--- config.mk ---
export PLATFORM = sky130hd
export DESIGN_NAME = scope_dma
export DESIGN_NICKNAME = d
export VERILOG_FILES = /design/src/scope_pkg.sv /design/src/scope_regs.sv /design/src/stream_combiner.sv /design/src/capture_framer.sv /design/src/trigger_hub.sv /design/src/dma_writer.sv /design/src/scope_dma.sv
export SDC_FILE = /design/constraint.sdc
export NUM_CORES = 1
export LEC_CHECK = 0
export BUFFER_PORTS_ARGS = -buffer_cell sky130_fd_sc_hd__buf_4
export CAP_MARGIN = 20
export CORE_ASPECT_RATIO = 0.9
export CORE_MARGIN = 3
export CORE_UTILIZATION = 35
export DETAILED_ROUTE_END_ITERATION = 10
export PLACE_DENSITY = 0.55
export SLEW_MARGIN = 20
export SYNTH_ARGS = -nofsm -noshare
export SYNTH_HDL_FRONTEND = slang
export SYNTH_SLANG_ARGS = --single-unit
--- constraint.sdc ---
create_clock -name clock -period 4.8 [get_ports clock]
set_clock_uncertainty 0.2 [all_clocks]
set_input_delay 0.96 -clock clock [delete_from_list [all_inputs] [get_ports clock]]
set_output_delay 0.96 -clock clock [all_outputs]
set_load 0.005 [all_outputs]
--- src/scope_pkg.sv ---
/*
 * Shared definitions of the capture engine: field widths, register map,
 * and the packed structs passed between the control and datapath blocks
 */
package scope_pkg;

    // Sample, tag and stored word widths
    localparam int SAMPLE_WIDTH = 16;
    localparam int CHANNEL_WIDTH = 8;
    localparam int WORD_WIDTH = 32;

    // Configuration field widths
    localparam int FRAME_WIDTH = 16;
    localparam int ADDR_WIDTH = 32;
    localparam int TRIGGER_SEL_WIDTH = 8;

    // Register port address width and register offsets
    localparam int REG_ADDR_WIDTH = 3;
    localparam logic [REG_ADDR_WIDTH-1:0] REG_FRAME_LENGTH = 3'd0;
    localparam logic [REG_ADDR_WIDTH-1:0] REG_ENABLE = 3'd1;
    localparam logic [REG_ADDR_WIDTH-1:0] REG_BASE_ADDR = 3'd2;
    localparam logic [REG_ADDR_WIDTH-1:0] REG_TRIGGER = 3'd3;
    localparam logic [REG_ADDR_WIDTH-1:0] REG_CAPTURE_ACK = 3'd4;
    localparam logic [REG_ADDR_WIDTH-1:0] REG_TRIGGER_POSITION = 3'd5;
    localparam logic [REG_ADDR_WIDTH-1:0] REG_STATUS = 3'd6;

    // One register write, a single strobe with address and data
    typedef struct packed {
        logic                      strobe;
        logic [REG_ADDR_WIDTH-1:0] addr;
        logic [WORD_WIDTH-1:0]     data;
    } reg_write_t;

    // Stored configuration, shared by every datapath block
    typedef struct packed {
        logic [FRAME_WIDTH-1:0]       frame_length;
        logic                         enable;
        logic [ADDR_WIDTH-1:0]        base_addr;
        logic [TRIGGER_SEL_WIDTH-1:0] selected_trigger;
        logic [FRAME_WIDTH-1:0]       trigger_position;
    } scope_cfg_t;

    // Word stream beat, the word holds channel, zero byte and sample
    typedef struct packed {
        logic                  valid;
        logic                  last;
        logic [WORD_WIDTH-1:0] word;
    } tagged_word_t;

    // Single cycle memory write that is always accepted
    typedef struct packed {
        logic                  strobe;
        logic [ADDR_WIDTH-1:0] addr;
        logic [WORD_WIDTH-1:0] data;
    } mem_write_t;

endpackage

--- src/scope_regs.sv ---
/*
 * Control register bank: write decode into the stored configuration,
 * trigger and acknowledge pulses, and the combinational read mux
 */
`timescale 1ns/1ns

module scope_regs (
    input  logic                                clock,
    input  logic                                rst,
    input  scope_pkg::reg_write_t               reg_write,
    input  logic [scope_pkg::REG_ADDR_WIDTH-1:0] reg_read_addr,
    input  logic                                capture_inhibit,
    output logic [scope_pkg::WORD_WIDTH-1:0]    reg_read_data,
    output scope_pkg::scope_cfg_t               cfg,
    output logic                                trigger_pulse,
    output logic                                capture_ack
);

    // Each field lands one cycle after the strobe, pulses last one cycle
    always_ff @(posedge clock) begin
        if (rst) begin
            cfg <= '0;
            trigger_pulse <= 1'b0;
            capture_ack <= 1'b0;
        end else begin
            trigger_pulse <= 1'b0;
            capture_ack <= 1'b0;
            if (reg_write.strobe) begin
                case (reg_write.addr)
                    scope_pkg::REG_FRAME_LENGTH: begin
                        cfg.frame_length <= reg_write.data[scope_pkg::FRAME_WIDTH-1:0];
                    end
                    scope_pkg::REG_ENABLE: begin
                        cfg.enable <= reg_write.data[0];
                    end
                    scope_pkg::REG_BASE_ADDR: begin
                        cfg.base_addr <= reg_write.data[scope_pkg::ADDR_WIDTH-1:0];
                    end
                    scope_pkg::REG_TRIGGER: begin
                        // The selection and its pulse become visible together
                        cfg.selected_trigger <=
                            reg_write.data[scope_pkg::TRIGGER_SEL_WIDTH-1:0];
                        trigger_pulse <= 1'b1;
                    end
                    scope_pkg::REG_CAPTURE_ACK: begin
                        capture_ack <= 1'b1;
                    end
                    scope_pkg::REG_TRIGGER_POSITION: begin
                        cfg.trigger_position <= reg_write.data[scope_pkg::FRAME_WIDTH-1:0];
                    end
                    default: begin
                        // Status is read only and unmapped offsets are ignored
                    end
                endcase
            end
        end
    end

    // Reads are zero extended, the acknowledge offset always reads zero
    always_comb begin
        reg_read_data = '0;
        case (reg_read_addr)
            scope_pkg::REG_FRAME_LENGTH:
                reg_read_data[scope_pkg::FRAME_WIDTH-1:0] = cfg.frame_length;
            scope_pkg::REG_ENABLE:
                reg_read_data[0] = cfg.enable;
            scope_pkg::REG_BASE_ADDR:
                reg_read_data[scope_pkg::ADDR_WIDTH-1:0] = cfg.base_addr;
            scope_pkg::REG_TRIGGER:
                reg_read_data[scope_pkg::TRIGGER_SEL_WIDTH-1:0] = cfg.selected_trigger;
            scope_pkg::REG_TRIGGER_POSITION:
                reg_read_data[scope_pkg::FRAME_WIDTH-1:0] = cfg.trigger_position;
            scope_pkg::REG_STATUS:
                reg_read_data[0] = capture_inhibit;  // live freeze level
            default:
                reg_read_data = '0;
        endcase
    end

endmodule

--- src/stream_combiner.sv ---
/*
 * Channel combiner: one pending sample per channel, merged lowest index
 * first into a single stream of channel tagged words
 */
`timescale 1ns/1ns

module stream_combiner #(
    parameter int N_STREAMS = 6
) (
    input  logic                                           clock,
    input  logic                                           rst,
    input  logic [N_STREAMS-1:0]                           stream_valid,
    input  logic [N_STREAMS-1:0][scope_pkg::SAMPLE_WIDTH-1:0] stream_data,
    output scope_pkg::tagged_word_t                        combined
);

    logic [N_STREAMS-1:0]                              pending;
    logic [N_STREAMS-1:0][scope_pkg::SAMPLE_WIDTH-1:0] held;
    logic [N_STREAMS-1:0]                              grant;
    logic [N_STREAMS-1:0]                              load;
    logic [scope_pkg::CHANNEL_WIDTH-1:0]               sel;
    logic [scope_pkg::SAMPLE_WIDTH-1:0]                sample;

    // Scanning from the top down leaves the lowest pending channel selected
    always_comb begin
        grant = '0;
        sel = '0;
        sample = '0;
        for (int i = N_STREAMS - 1; i >= 0; i--) begin
            if (pending[i]) begin
                grant = '0;
                grant[i] = 1'b1;
                sel = i[scope_pkg::CHANNEL_WIDTH-1:0];
                sample = held[i];
            end
        end
    end

    // A channel emitted this cycle is free again and may take a new sample
    assign load = stream_valid & ~(pending & ~grant);

    always_ff @(posedge clock) begin
        if (rst) begin
            pending <= '0;
        end else begin
            pending <= (pending & ~grant) | load;
        end
    end

    // Held samples only matter while their pending flag is set
    always_ff @(posedge clock) begin
        for (int i = 0; i < N_STREAMS; i++) begin
            if (load[i]) begin
                held[i] <= stream_data[i];
            end
        end
    end

    // Tag in the top byte, a zero byte, then the sample
    assign combined.valid = |pending;
    assign combined.last = 1'b0;
    assign combined.word = {sel,
        {(scope_pkg::WORD_WIDTH - scope_pkg::CHANNEL_WIDTH - scope_pkg::SAMPLE_WIDTH){1'b0}},
        sample};

endmodule

--- src/capture_framer.sv ---
/*
 * Frame cutter: counts accepted words, marks the last word of each frame
 * and drops words while capture is disabled or frozen
 */
`timescale 1ns/1ns

module capture_framer (
    input  logic                               clock,
    input  logic                               rst,
    input  scope_pkg::scope_cfg_t              cfg,
    input  logic                               capture_inhibit,
    input  scope_pkg::tagged_word_t            data_in,
    output scope_pkg::tagged_word_t            data_out,
    output logic [scope_pkg::FRAME_WIDTH-1:0]  frame_position
);

    logic [scope_pkg::FRAME_WIDTH-1:0] count;
    logic                              accept;
    logic                              at_last;
    logic                              valid_q;
    logic                              last_q;
    logic [scope_pkg::WORD_WIDTH-1:0]  word_q;

    // Dropped words leave the count untouched, so a cut frame resumes later
    assign accept = data_in.valid && cfg.enable && !capture_inhibit;
    assign at_last = (count == cfg.frame_length - 1'b1);

    always_ff @(posedge clock) begin
        if (rst) begin
            count <= '0;
            valid_q <= 1'b0;
            last_q <= 1'b0;
        end else begin
            valid_q <= accept;
            last_q <= accept && at_last;
            if (accept) begin
                // Wrap after the last word so the next frame starts at zero
                count <= at_last ? '0 : count + 1'b1;
            end
        end
    end

    always_ff @(posedge clock) begin
        if (accept) begin
            word_q <= data_in.word;
        end
    end

    assign data_out = '{valid: valid_q, last: last_q, word: word_q};

    // Words already stored in the frame, used by the trigger arming test
    assign frame_position = count;

endmodule

--- src/trigger_hub.sv ---
/*
 * Trigger hub: registered one-hot software trigger output and the
 * arm, freeze and acknowledge state of the capture
 */
`timescale 1ns/1ns

module trigger_hub #(
    parameter int N_TRIGGERS = 16
) (
    input  logic                              clock,
    input  logic                              rst,
    input  scope_pkg::scope_cfg_t             cfg,
    input  logic                              trigger_pulse,
    input  logic                              capture_ack,
    input  scope_pkg::tagged_word_t           framed,
    input  logic [scope_pkg::FRAME_WIDTH-1:0] frame_position,
    output logic                              capture_inhibit,
    output logic [N_TRIGGERS-1:0]             trigger_out
);

    logic [N_TRIGGERS-1:0] onehot;
    logic                  armed;

    // A selection at or past N_TRIGGERS matches no line and drives nothing
    always_comb begin
        onehot = '0;
        for (int i = 0; i < N_TRIGGERS; i++) begin
            if (cfg.selected_trigger == i[scope_pkg::TRIGGER_SEL_WIDTH-1:0]) begin
                onehot[i] = 1'b1;
            end
        end
    end

    always_ff @(posedge clock) begin
        if (rst) begin
            trigger_out <= '0;
            armed <= 1'b0;
            capture_inhibit <= 1'b0;
        end else begin
            // The line is high for the single cycle after the pulse
            trigger_out <= trigger_pulse ? onehot : '0;

            if (capture_ack) begin
                armed <= 1'b0;
                capture_inhibit <= 1'b0;
            end else begin
                // Arm only once enough pre-trigger words are in the frame
                if (trigger_pulse && (frame_position >= cfg.trigger_position)) begin
                    armed <= 1'b1;
                end
                // Freeze when the armed frame has been completely written
                if (armed && framed.valid && framed.last) begin
                    capture_inhibit <= 1'b1;
                end
            end
        end
    end

endmodule

--- src/dma_writer.sv ---
/*
 * Memory writer: turns framed words into word aligned writes from the base
 * address and pulses done with the write of each last word
 */
`timescale 1ns/1ns

module dma_writer (
    input  logic                    clock,
    input  logic                    rst,
    input  scope_pkg::scope_cfg_t   cfg,
    input  scope_pkg::tagged_word_t framed,
    output scope_pkg::mem_write_t   mem_write,
    output logic                    dma_done
);

    logic [scope_pkg::FRAME_WIDTH-1:0] offset;
    logic [scope_pkg::ADDR_WIDTH-1:0]  byte_offset;
    logic                              strobe_q;
    logic                              done_q;
    logic [scope_pkg::ADDR_WIDTH-1:0]  addr_q;
    logic [scope_pkg::WORD_WIDTH-1:0]  data_q;

    // Word offset scaled to bytes, four bytes per stored word
    always_comb begin
        byte_offset = '0;
        byte_offset[scope_pkg::FRAME_WIDTH+1:2] = offset;
    end

    always_ff @(posedge clock) begin
        if (rst) begin
            offset <= '0;
            strobe_q <= 1'b0;
            done_q <= 1'b0;
        end else begin
            strobe_q <= framed.valid;
            done_q <= framed.valid && framed.last;
            if (framed.valid) begin
                // Every frame overwrites the same buffer from its start
                offset <= framed.last ? '0 : offset + 1'b1;
            end
        end
    end

    always_ff @(posedge clock) begin
        if (framed.valid) begin
            addr_q <= cfg.base_addr + byte_offset;
            data_q <= framed.word;
        end
    end

    assign mem_write = '{strobe: strobe_q, addr: addr_q, data: data_q};

    // Done rides along with the write of the last word
    assign dma_done = done_q;

endmodule

--- src/scope_dma.sv ---
/*
 * Top level of the capture engine: register bank, channel combiner,
 * framer, trigger hub and memory writer
 */
`timescale 1ns/1ns

module scope_dma #(
    parameter int N_STREAMS = 6,
    parameter int N_TRIGGERS = 16
) (
    input  logic                                              clock,
    input  logic                                              rst,
    input  logic [N_STREAMS-1:0]                              stream_valid,
    input  logic [N_STREAMS-1:0][scope_pkg::SAMPLE_WIDTH-1:0] stream_data,
    input  scope_pkg::reg_write_t                             reg_write,
    input  logic [scope_pkg::REG_ADDR_WIDTH-1:0]              reg_read_addr,
    output logic [scope_pkg::WORD_WIDTH-1:0]                  reg_read_data,
    output scope_pkg::mem_write_t                             mem_write,
    output logic                                              dma_done,
    output logic [N_TRIGGERS-1:0]                             trigger_out
);

    scope_pkg::scope_cfg_t             cfg;
    scope_pkg::tagged_word_t           combined;
    scope_pkg::tagged_word_t           framed;
    logic [scope_pkg::FRAME_WIDTH-1:0] frame_position;
    logic                              trigger_pulse;
    logic                              capture_ack;
    logic                              capture_inhibit;

    // The only control block, everything else reads its configuration
    scope_regs i_regs (
        .clock           (clock),
        .rst             (rst),
        .reg_write       (reg_write),
        .reg_read_addr   (reg_read_addr),
        .capture_inhibit (capture_inhibit),
        .reg_read_data   (reg_read_data),
        .cfg             (cfg),
        .trigger_pulse   (trigger_pulse),
        .capture_ack     (capture_ack)
    );

    stream_combiner #(
        .N_STREAMS (N_STREAMS)
    ) i_combiner (
        .clock        (clock),
        .rst          (rst),
        .stream_valid (stream_valid),
        .stream_data  (stream_data),
        .combined     (combined)
    );

    // The freeze from the hub feeds back into the framer
    capture_framer i_framer (
        .clock           (clock),
        .rst             (rst),
        .cfg             (cfg),
        .capture_inhibit (capture_inhibit),
        .data_in         (combined),
        .data_out        (framed),
        .frame_position  (frame_position)
    );

    trigger_hub #(
        .N_TRIGGERS (N_TRIGGERS)
    ) i_triggers (
        .clock           (clock),
        .rst             (rst),
        .cfg             (cfg),
        .trigger_pulse   (trigger_pulse),
        .capture_ack     (capture_ack),
        .framed          (framed),
        .frame_position  (frame_position),
        .capture_inhibit (capture_inhibit),
        .trigger_out     (trigger_out)
    );

    dma_writer i_writer (
        .clock     (clock),
        .rst       (rst),
        .cfg       (cfg),
        .framed    (framed),
        .mem_write (mem_write),
        .dma_done  (dma_done)
    );

endmodule

# Word level (Yosys, flattened, before mapping)
# Cells that the tools add are included.
# Widths: inputs -> output; s select.
# totals
register_bits	311
latchBits	0
mem_bits_rw	0
romBits	0
inputBits	143
out_inout_bits	114
mem_count	0
# op_classes
addsub	4
multipliers	0
div	0
order_cmp	1
n_eq_ne	26
n_shift	0
n_mux	41
bitwise_logic	7
reduce_logical	23
# op_table
operator	n
$mux 16	9
$eq 8x4->1 const B	8
$mux 6	6
$add 16x1->16 const B	2
$add 32x18->32	1
$eq 8x3->1 const B	4
$pmux 7 s4	1
$pmux 8 s3	1
$mux 1	19
$eq 16x16->1	1
$eq 8x2->1 const B	2
$ge 16x16->1	1
$sub 16x1->16 const B	1
$and 6x6->6	2
$eq 3x2->1 const B	4
$eq 3x3->1 const B	4
$not 6->6	2
$reduce_and 2->1	5
$eq 8x1->1 const B	1
$logic_not 8->1	1
$reduce_or 2->1	4
$logic_and 1x1->1	7
$eq 3x1->1 const B	2
$logic_not 3->1	2
9 further kinds	12

# Longest topological paths before layout
# Gate-level depths: netlist of run 1.
# depth
depth_word	11
depth_mapped	11

# Hierarchy
# Synthesis of run 1 repeated with hierarchy kept, for this count alone.
# hier_totals
hier_cells	1308
area_unflattened_um2	14431.3
# by_module_without_submodules
module	n_inst	cells_per_inst	area_per_inst_um2	seq_area_each_um2
stream_combiner	1	279	4191.5	3002.9
dma_writer	1	290	3708.6	2282.2
scope_regs	1	423	3239.4	1501.4
capture_framer	1	210	2373.5	1321.3
trigger_hub	1	106	918.4	360.3

# Worst setup path after synthesis of run 1
# OpenSTA, ideal clock, no wires.
# synth_path
path_type	reg2reg
startpoint	register i_framer.valid_q
endpoint	register i_writer.offset[15] (netlist bit)
setup_time_ps	70
arrival_time_ps	3084
t_required_ps	4530
setup_slack_ps	1446
stages_incl_launch_ff	8
cell_sequence	dfxtp_1 buf_2 and4_1 and2_1 nand3_1 or3_1 or3_1 a21oi_1
# synth_lines
element	line_no	text
start: declaration	capture_framer.sv:20	logic valid_q;
start signal: assignment	capture_framer.sv:34	valid_q <= accept;
end signal: assignment	dma_writer.sv:39	offset <= framed.last ? '0 : offset + 1'b1;
end: declaration	dma_writer.sv:16	logic [scope_pkg::FRAME_WIDTH-1:0] offset;

# Worst setup path in the final report of run 1
# layout_path
startpoint	input reg_read_addr[1] (netlist bit)
endpoint	output reg_read_data[9] (netlist bit)
# layout_via
elab_chain_cells	2
word_cells_on_any_way	4
# layout_lines
element	line_no	text
start: declaration	scope_dma.sv:16	input logic [scope_pkg::REG_ADDR_WIDTH-1:0] reg_read_addr,
$eq 3x3->1 (tied with other cells)	scope_regs.sv:62	case (reg_read_addr)
$pmux 8 s3 *	scope_regs.sv:62	
end: declaration	scope_dma.sv:17	output logic [scope_pkg::WORD_WIDTH-1:0] reg_read_data,
# Every way passes the cells marked *; elsewhere a longest branch is shown, timed or not.

==> impl_metrics.py, run 1 <==
metrics = {
    "status": {
        "outcome": "finished clean",
    },
    "die": {
        "die_w_um": 212,
        "die_h_um": 191,
        "io-pin-count": 257,
        "row_count": 67,
        "dieArea_mm2": 0.0406,
        "initial_core_util": 0.357,
        "coreArea_mm2": 0.0375,
    },
    "global_routing": {
        "overflow": 0,
        "antenna_found_initial": 0,
        "grt_pass1_vias": 9852,
        "grt_usage": 0.183,
        "grt_pass1_wl_um": 57300,
        "grt_max_degree": 61,
    },
    "timing": {
        "worstMarginPinSlew_ps": 929,
        "fin_tns_setup_ps": 0,
        "fmax_mhz": 271,
        "hold_viol": 0,
        "min_period_ps": 3690,
        "report.final.slew_viol_count": 0,
        "rsz0062_at_grt": "no",
        "post-route-period-util": 0.768,
        "finalSetupViolCount": 0,
        "relSlewSlack": 0.377,
    },
    "synth": {
        "seq_area_frac_synth": 0.575,
        "netlist.area_leader.share": 0.373,
        "yosysTopAreaCell": "edfxtp_1",
        "async_flop_share": 0,
        "synth_edf_count": 166,
        "synthFlopType": "edfxtp_1",
        "avgSynthCellArea_um2": 10.6,
        "syn_inst": 1264,
        "synthTopCellsByArea": "edfxtp_1, dfxtp_1, nand2_1",
        "synth_cell_types": 74,
        "synth_area_mm2": 0.0134,
        "ys_warn_count": 0,
        "yosys_register_bits": 301,
    },
    "clock_tree": {
        "cts.htree.levels": 2,
        "cts_tree": "built",
        "clk_pin_slew_ps": 60,
        "cts_sinks": 301,
        "cts_root_buf": "clkbuf_16",
        "ctsResizeCount": 0,
        "clockBufferDepth": 3,
        "postCtsHoldBufs": 0,
        "cts_setup_buffers": 0,
        "clk_latency_ps": 550,
        "numCtsBuffers": 35,
    },
    "route": {
        "vias": 10200,
        "first_iter_violations": 739,
        "detail-route-antenna-nets": 0,
        "drc_errors": 0,
        "wl_per_cell_um": 19.2,
        "viasPerCell": 5.10,
        "wirelength_um": 38300,
        "drt-pass1-iter-count": 5,
    },
    "place": {
        "place_area_mm2": 0.0155,
        "place_hpwl_um": 28300,
        "place_congestion": 0.833,
        "port_buffers": 243,
    },
    "job": {
        "drv_cap": 0,
    },
    "pwr": {
        "peakVddDrop_mv": 0.245,
        "leakage_nw": 6.58,
        "p_per_area_mw_per_mm2": 348,
    },
    "critical_path": {
        "crit_type": "in -> out",
        "arrival_ps": 2530,
        "critPathMaxFanout": 41,
        "startpoint_type": "input pin",
        "cp-end-kind": "output pin",
        "cp.required_ps": 3640,
    },
    "layout": {
        "regArea_mm2": 0.00769,
        "final_nets": 1666,
        "diodes": 0,
        "multi_input_area_mm2": 0.00523,
        "fin_util": 0.444,
        "nFillCells": 3563,
        "post-route-cell-area_mm2": 0.0166,
        "syn_to_final_growth_pct": 24.4,
        "layout_commonest_cell": "buf_4",
        "final_cell_mix": "buf_4, nand2_1, edfxtp_1",
        "layout-drive-gt1-share": 0.224,
    },
    "hold_path": {
        "hold_path_class": "reg -> reg",
    },
}
[synth_stat cells (3+ instances only)]
| cell type | n |
|---|---|
| a211o_1 | 4 |
| a211oi_1 | 7 |
| a21boi_0 | 3 |
| a21o_1 | 16 |
| a21oi_1 | 117 |
| a221o_1 | 11 |
| a221oi_1 | 10 |
| a22oi_1 | 9 |
| a31oi_1 | 7 |
| and2_1 | 11 |
| and3_1 | 25 |
| and4_1 | 4 |
| buf_1 | 5 |
| buf_2 | 5 |
| buf_4 | 15 |
| buf_6 | 3 |
| clkbuf_1 | 52 |
| dfxtp_1 | 135 |
| edfxtp_1 | 166 |
| ha_1 | 35 |
| inv_1 | 28 |
| mux2i_1 | 15 |
| nand2_1 | 213 |
| nand2b_1 | 9 |
| nand3_1 | 19 |
| nand3b_1 | 6 |
| nand4_1 | 16 |
| nor2_1 | 71 |
| nor2_2 | 10 |
| nor2b_1 | 10 |
| nor3_1 | 22 |
| nor3b_1 | 7 |
| nor4_1 | 7 |
| o211ai_1 | 8 |
| o21a_1 | 3 |
| o21ai_0 | 48 |
| o22ai_1 | 12 |
| or2_2 | 5 |
| or3_1 | 4 |
| xnor2_1 | 30 |
| xor2_1 | 40 |
[metrics by stage]
| step | instances | hold slack (ps) | setup slack (ps) | power, mW |
|---|---|---|---|---|
| 2_1_floorplan | 1276 | 200 | 1450 | 3.11 |
| 3_3_place_gp | 1933 | 201 | 1170 | 3.30 |
| 3_5_place_dp | 1933 | 205 | 1130 | 3.31 |
| 4_1_cts | 1996 | 202 | 1120 | 5.85 |
| 5_1_grt | 1996 | 222 | 962 | 6.01 |
| 6_report | 1996 | 202 | 1110 | 5.79 |
[sequential cells by signal, summed over array words and instances (netlist names), 6 cells and up]
register,cells
i_writer.data_q,19
i_writer.offset,16
i_framer.frame_position,16
i_combiner.held,96
i_regs.cfg,73
i_combiner.pending,6
i_triggers.trigger_out,16
i_writer.addr_q,32
i_framer.word_q,19
[where the power goes]
part	leakage [nW]	switching [mW]	internal, mW
registers	2.71	0.0483	2.80
logic	3.33	0.227	0.171
clock network	0.539	1.07	1.47
total	6.58	1.34	4.44
[logic make-up after synthesis]
kind of cell,count (synthesis),synth area share
other,1,0.000281
and+or+nand+nor,453,0.163
AOI/OAI and AO/OA,276,0.130
DFF,301,0.575
xor gates and xnor gates,70,0.0459
buffers and inverters,109,0.0370
adders and majority gates,36,0.0343
muxes,18,0.0146
[cell type report]
cell class,instances,share of cell area
inverter,29,0.00655
multi-input combinational,866,0.315
sequential,301,0.463
tap,483,0.0364
timing repair buffer,254,0.115
clock buffer,47,0.0579
clock inverter,16,0.00723
[worst max-delay path: stages]
cell	delay, ps
buf_4	270
nor2b_1	240
and2_0	470
buf_4	270
nand2_1	60
o21ai_0	80
buf_4	160
[per-layer routing]
metal  vias to the layer above  part of all wire  track usage
met3                        49             0.054       0.0366
met1                      4913              0.46        0.258
met5                         -                 0            0
met2                       250              0.47        0.291
li1                       4972                 -            -
met4                         0             0.019       0.0461
[worst paths after layout]
kind | startpoint | endpoint | slack [ps] | cells past startpoint
hold reg to reg | i_framer.word_q[25] | i_writer.data_q[25] | 200 | 0
setup / recovery | reg_read_addr[1] | reg_read_data[9] | 1110 | 7
setup reg to reg | i_regs.cfg[26] | i_writer.addr_q[30] | 1480 | 9
hold / removal | i_framer.word_q[25] | i_writer.data_q[25] | 200 | 0
No activity file was read; power rests on OpenSTA's default activity.
==> inputs of run 2 (changes only) <==
Clock period 4.8 ns to 3.6 ns, I/O delays scaled along.
==> impl_metrics.py, run 2 (same netlist as run 1, synthesis figures left out) <==
metrics = {
    "timing": {
        "relSlewSlack": 0.413,
        "report.final.slew_viol_count": 0,
        "hold_viol": 0,
        "fmax_mhz": 317,
        "worstMarginPinSlew_ps": 876,
        "fin_tns_setup_ps": 0,
        "finalSetupViolCount": 0,
        "rsz0062_at_grt": "no",
        "min_period_ps": 3160,
        "post-route-period-util": 0.878,
    },
    "global_routing": {
        "overflow": 0,
        "grt_usage": 0.186,
        "grt_pass1_vias": 9717,
        "grt_pass1_wl_um": 58300,
        "antenna_found_initial": 0,
        "grt_max_degree": 72,
    },
    "pwr": {
        "peakVddDrop_mv": 0.341,
        "leakage_nw": 6.55,
        "p_per_area_mw_per_mm2": 456,
    },
    "layout": {
        "fin_util": 0.443,
        "layout_commonest_cell": "buf_4",
        "final_cell_mix": "buf_4, nand2_1, edfxtp_1",
        "largest_register_ffs": 96,
        "regMostFlops": "i_combiner.held",
        "layout-drive-gt1-share": 0.222,
        "final_nets": 1668,
        "top_regs": "i_combiner.held (96), i_regs.cfg (73), i_writer.addr_q (32)",
        "diodes": 0,
        "syn_to_final_growth_pct": 24.1,
    },
    "route": {
        "vias": 10200,
        "detail-route-antenna-nets": 0,
        "wl_per_cell_um": 19.4,
        "viasPerCell": 5.09,
        "drc_errors": 0,
        "drt-pass1-iter-count": 7,
        "first_iter_violations": 675,
        "wirelength_um": 38800,
    },
    "critical_path": {
        "critPathMaxStageDelay_ps": 470,
        "worst_r2r_startpoint": "i_writer.offset[0]",
        "crit_type": "reg -> reg",
        "crit_start": "i_writer.offset[0]",
        "cp_common_cell": "a211o_1",
        "cp-end-kind": "flop",
        "slowest_stage": "o21ai_1",
        "path_cells": "ha_1 -> fa_1 -> a211o_1 -> a211o_1 -> a21oi_1 -> o21ai_0 -> o21ai_1 -> a211oi_1 -> xor2_1",
        "arrival_ps": 3200,
        "startpoint_type": "flop",
        "critPathMaxFanout": 7,
        "cp.required_ps": 3640,
    },
    "clock_tree": {
        "cts_tree": "built",
        "clk_latency_ps": 520,
        "clockBufferDepth": 3,
        "cts_sinks": 301,
        "numCtsBuffers": 34,
        "cts_root_buf": "clkbuf_16",
        "cts_setup_buffers": 0,
        "clk_pin_slew_ps": 60,
        "ctsResizeCount": 0,
        "postCtsHoldBufs": 0,
        "cts.htree.levels": 2,
    },
    "status": {
        "outcome": "finished clean",
    },
    "place": {
        "place_hpwl_um": 28800,
        "port_buffers": 243,
        "place_congestion": 0.862,
    },
    "die": {
        "initial_core_util": 0.357,
        "io-pin-count": 257,
        "coreArea_mm2": 0.0375,
        "dieArea_mm2": 0.0406,
        "die_h_um": 191,
        "row_count": 67,
        "die_w_um": 212,
    },
    "hold_path": {
        "hold_start": "stream_data[92]",
        "hold_path_class": "in -> reg",
    },
    "job": {
        "drv_cap": 0,
    },
}
[run 2: changes by cell type in the layout (fill, tap and decap cells not counted), sizes merged]
cell,before,now
buf,254,257
bufinv,1,0
clkbuf,47,53
clkinv,14,7
[run 2: worst paths after layout]
| check | slack, ps | cells after the start | end |
|---|---|---|---|
| setup / recovery | 440 | 9 | i_writer.addr_q[30] |
| hold / removal | 170 | 1 | i_combiner.held[92] |
| hold reg to reg | 210 | 0 | i_writer.data_q[26] |
| setup reg to reg | 440 | 9 | i_writer.addr_q[30] |
[run 2: area by class of cell]
class	count	area [um^2]
fillers	3530	20900
flip-flops and latches	301	7690
multi-input cells	866	5230
repair buffers	257	1930
clock buffers	53	962
well taps	483	604
inverters	29	109
clock inverters	8	61.3
[run 2: power breakdown]
group          internal [mW]  switching [mW]
clock                   1.85            1.37
combinational          0.230           0.311
sequential              3.74          0.0593
total                   5.82            1.74
[run 2: per-layer routing]
metal  wire length [um]  part of all wire  GRT usage  vias up
met2              18100              0.47      0.294      270
met4               1080             0.028     0.0582        0
met5                  0                 0          0        -
li1                   -                 -          -     4971
met1              17800              0.46      0.264     4852
met3               1870             0.048     0.0289       65
[run 2: worst max-delay path: cells and delay by family, from the launching register on]
family          cells  cell delay (ps)
fa+ha+maj           2              660
flops               1              340
xor+xnor            1              170
compound gates      6             1510
[run 2: stage by stage]
step	cell area, um^2	cells	hold WS [ps]	setup WS [ps]	total power [mW]
floorplan	13400	1276	200	246	4.14
global placement	15600	1936	201	523	4.41
detailed placement	15600	1936	205	512	4.41
CTS	16600	1997	143	473	7.64
global route	16600	1997	144	276	7.84
finish	16600	1997	169	441	7.56
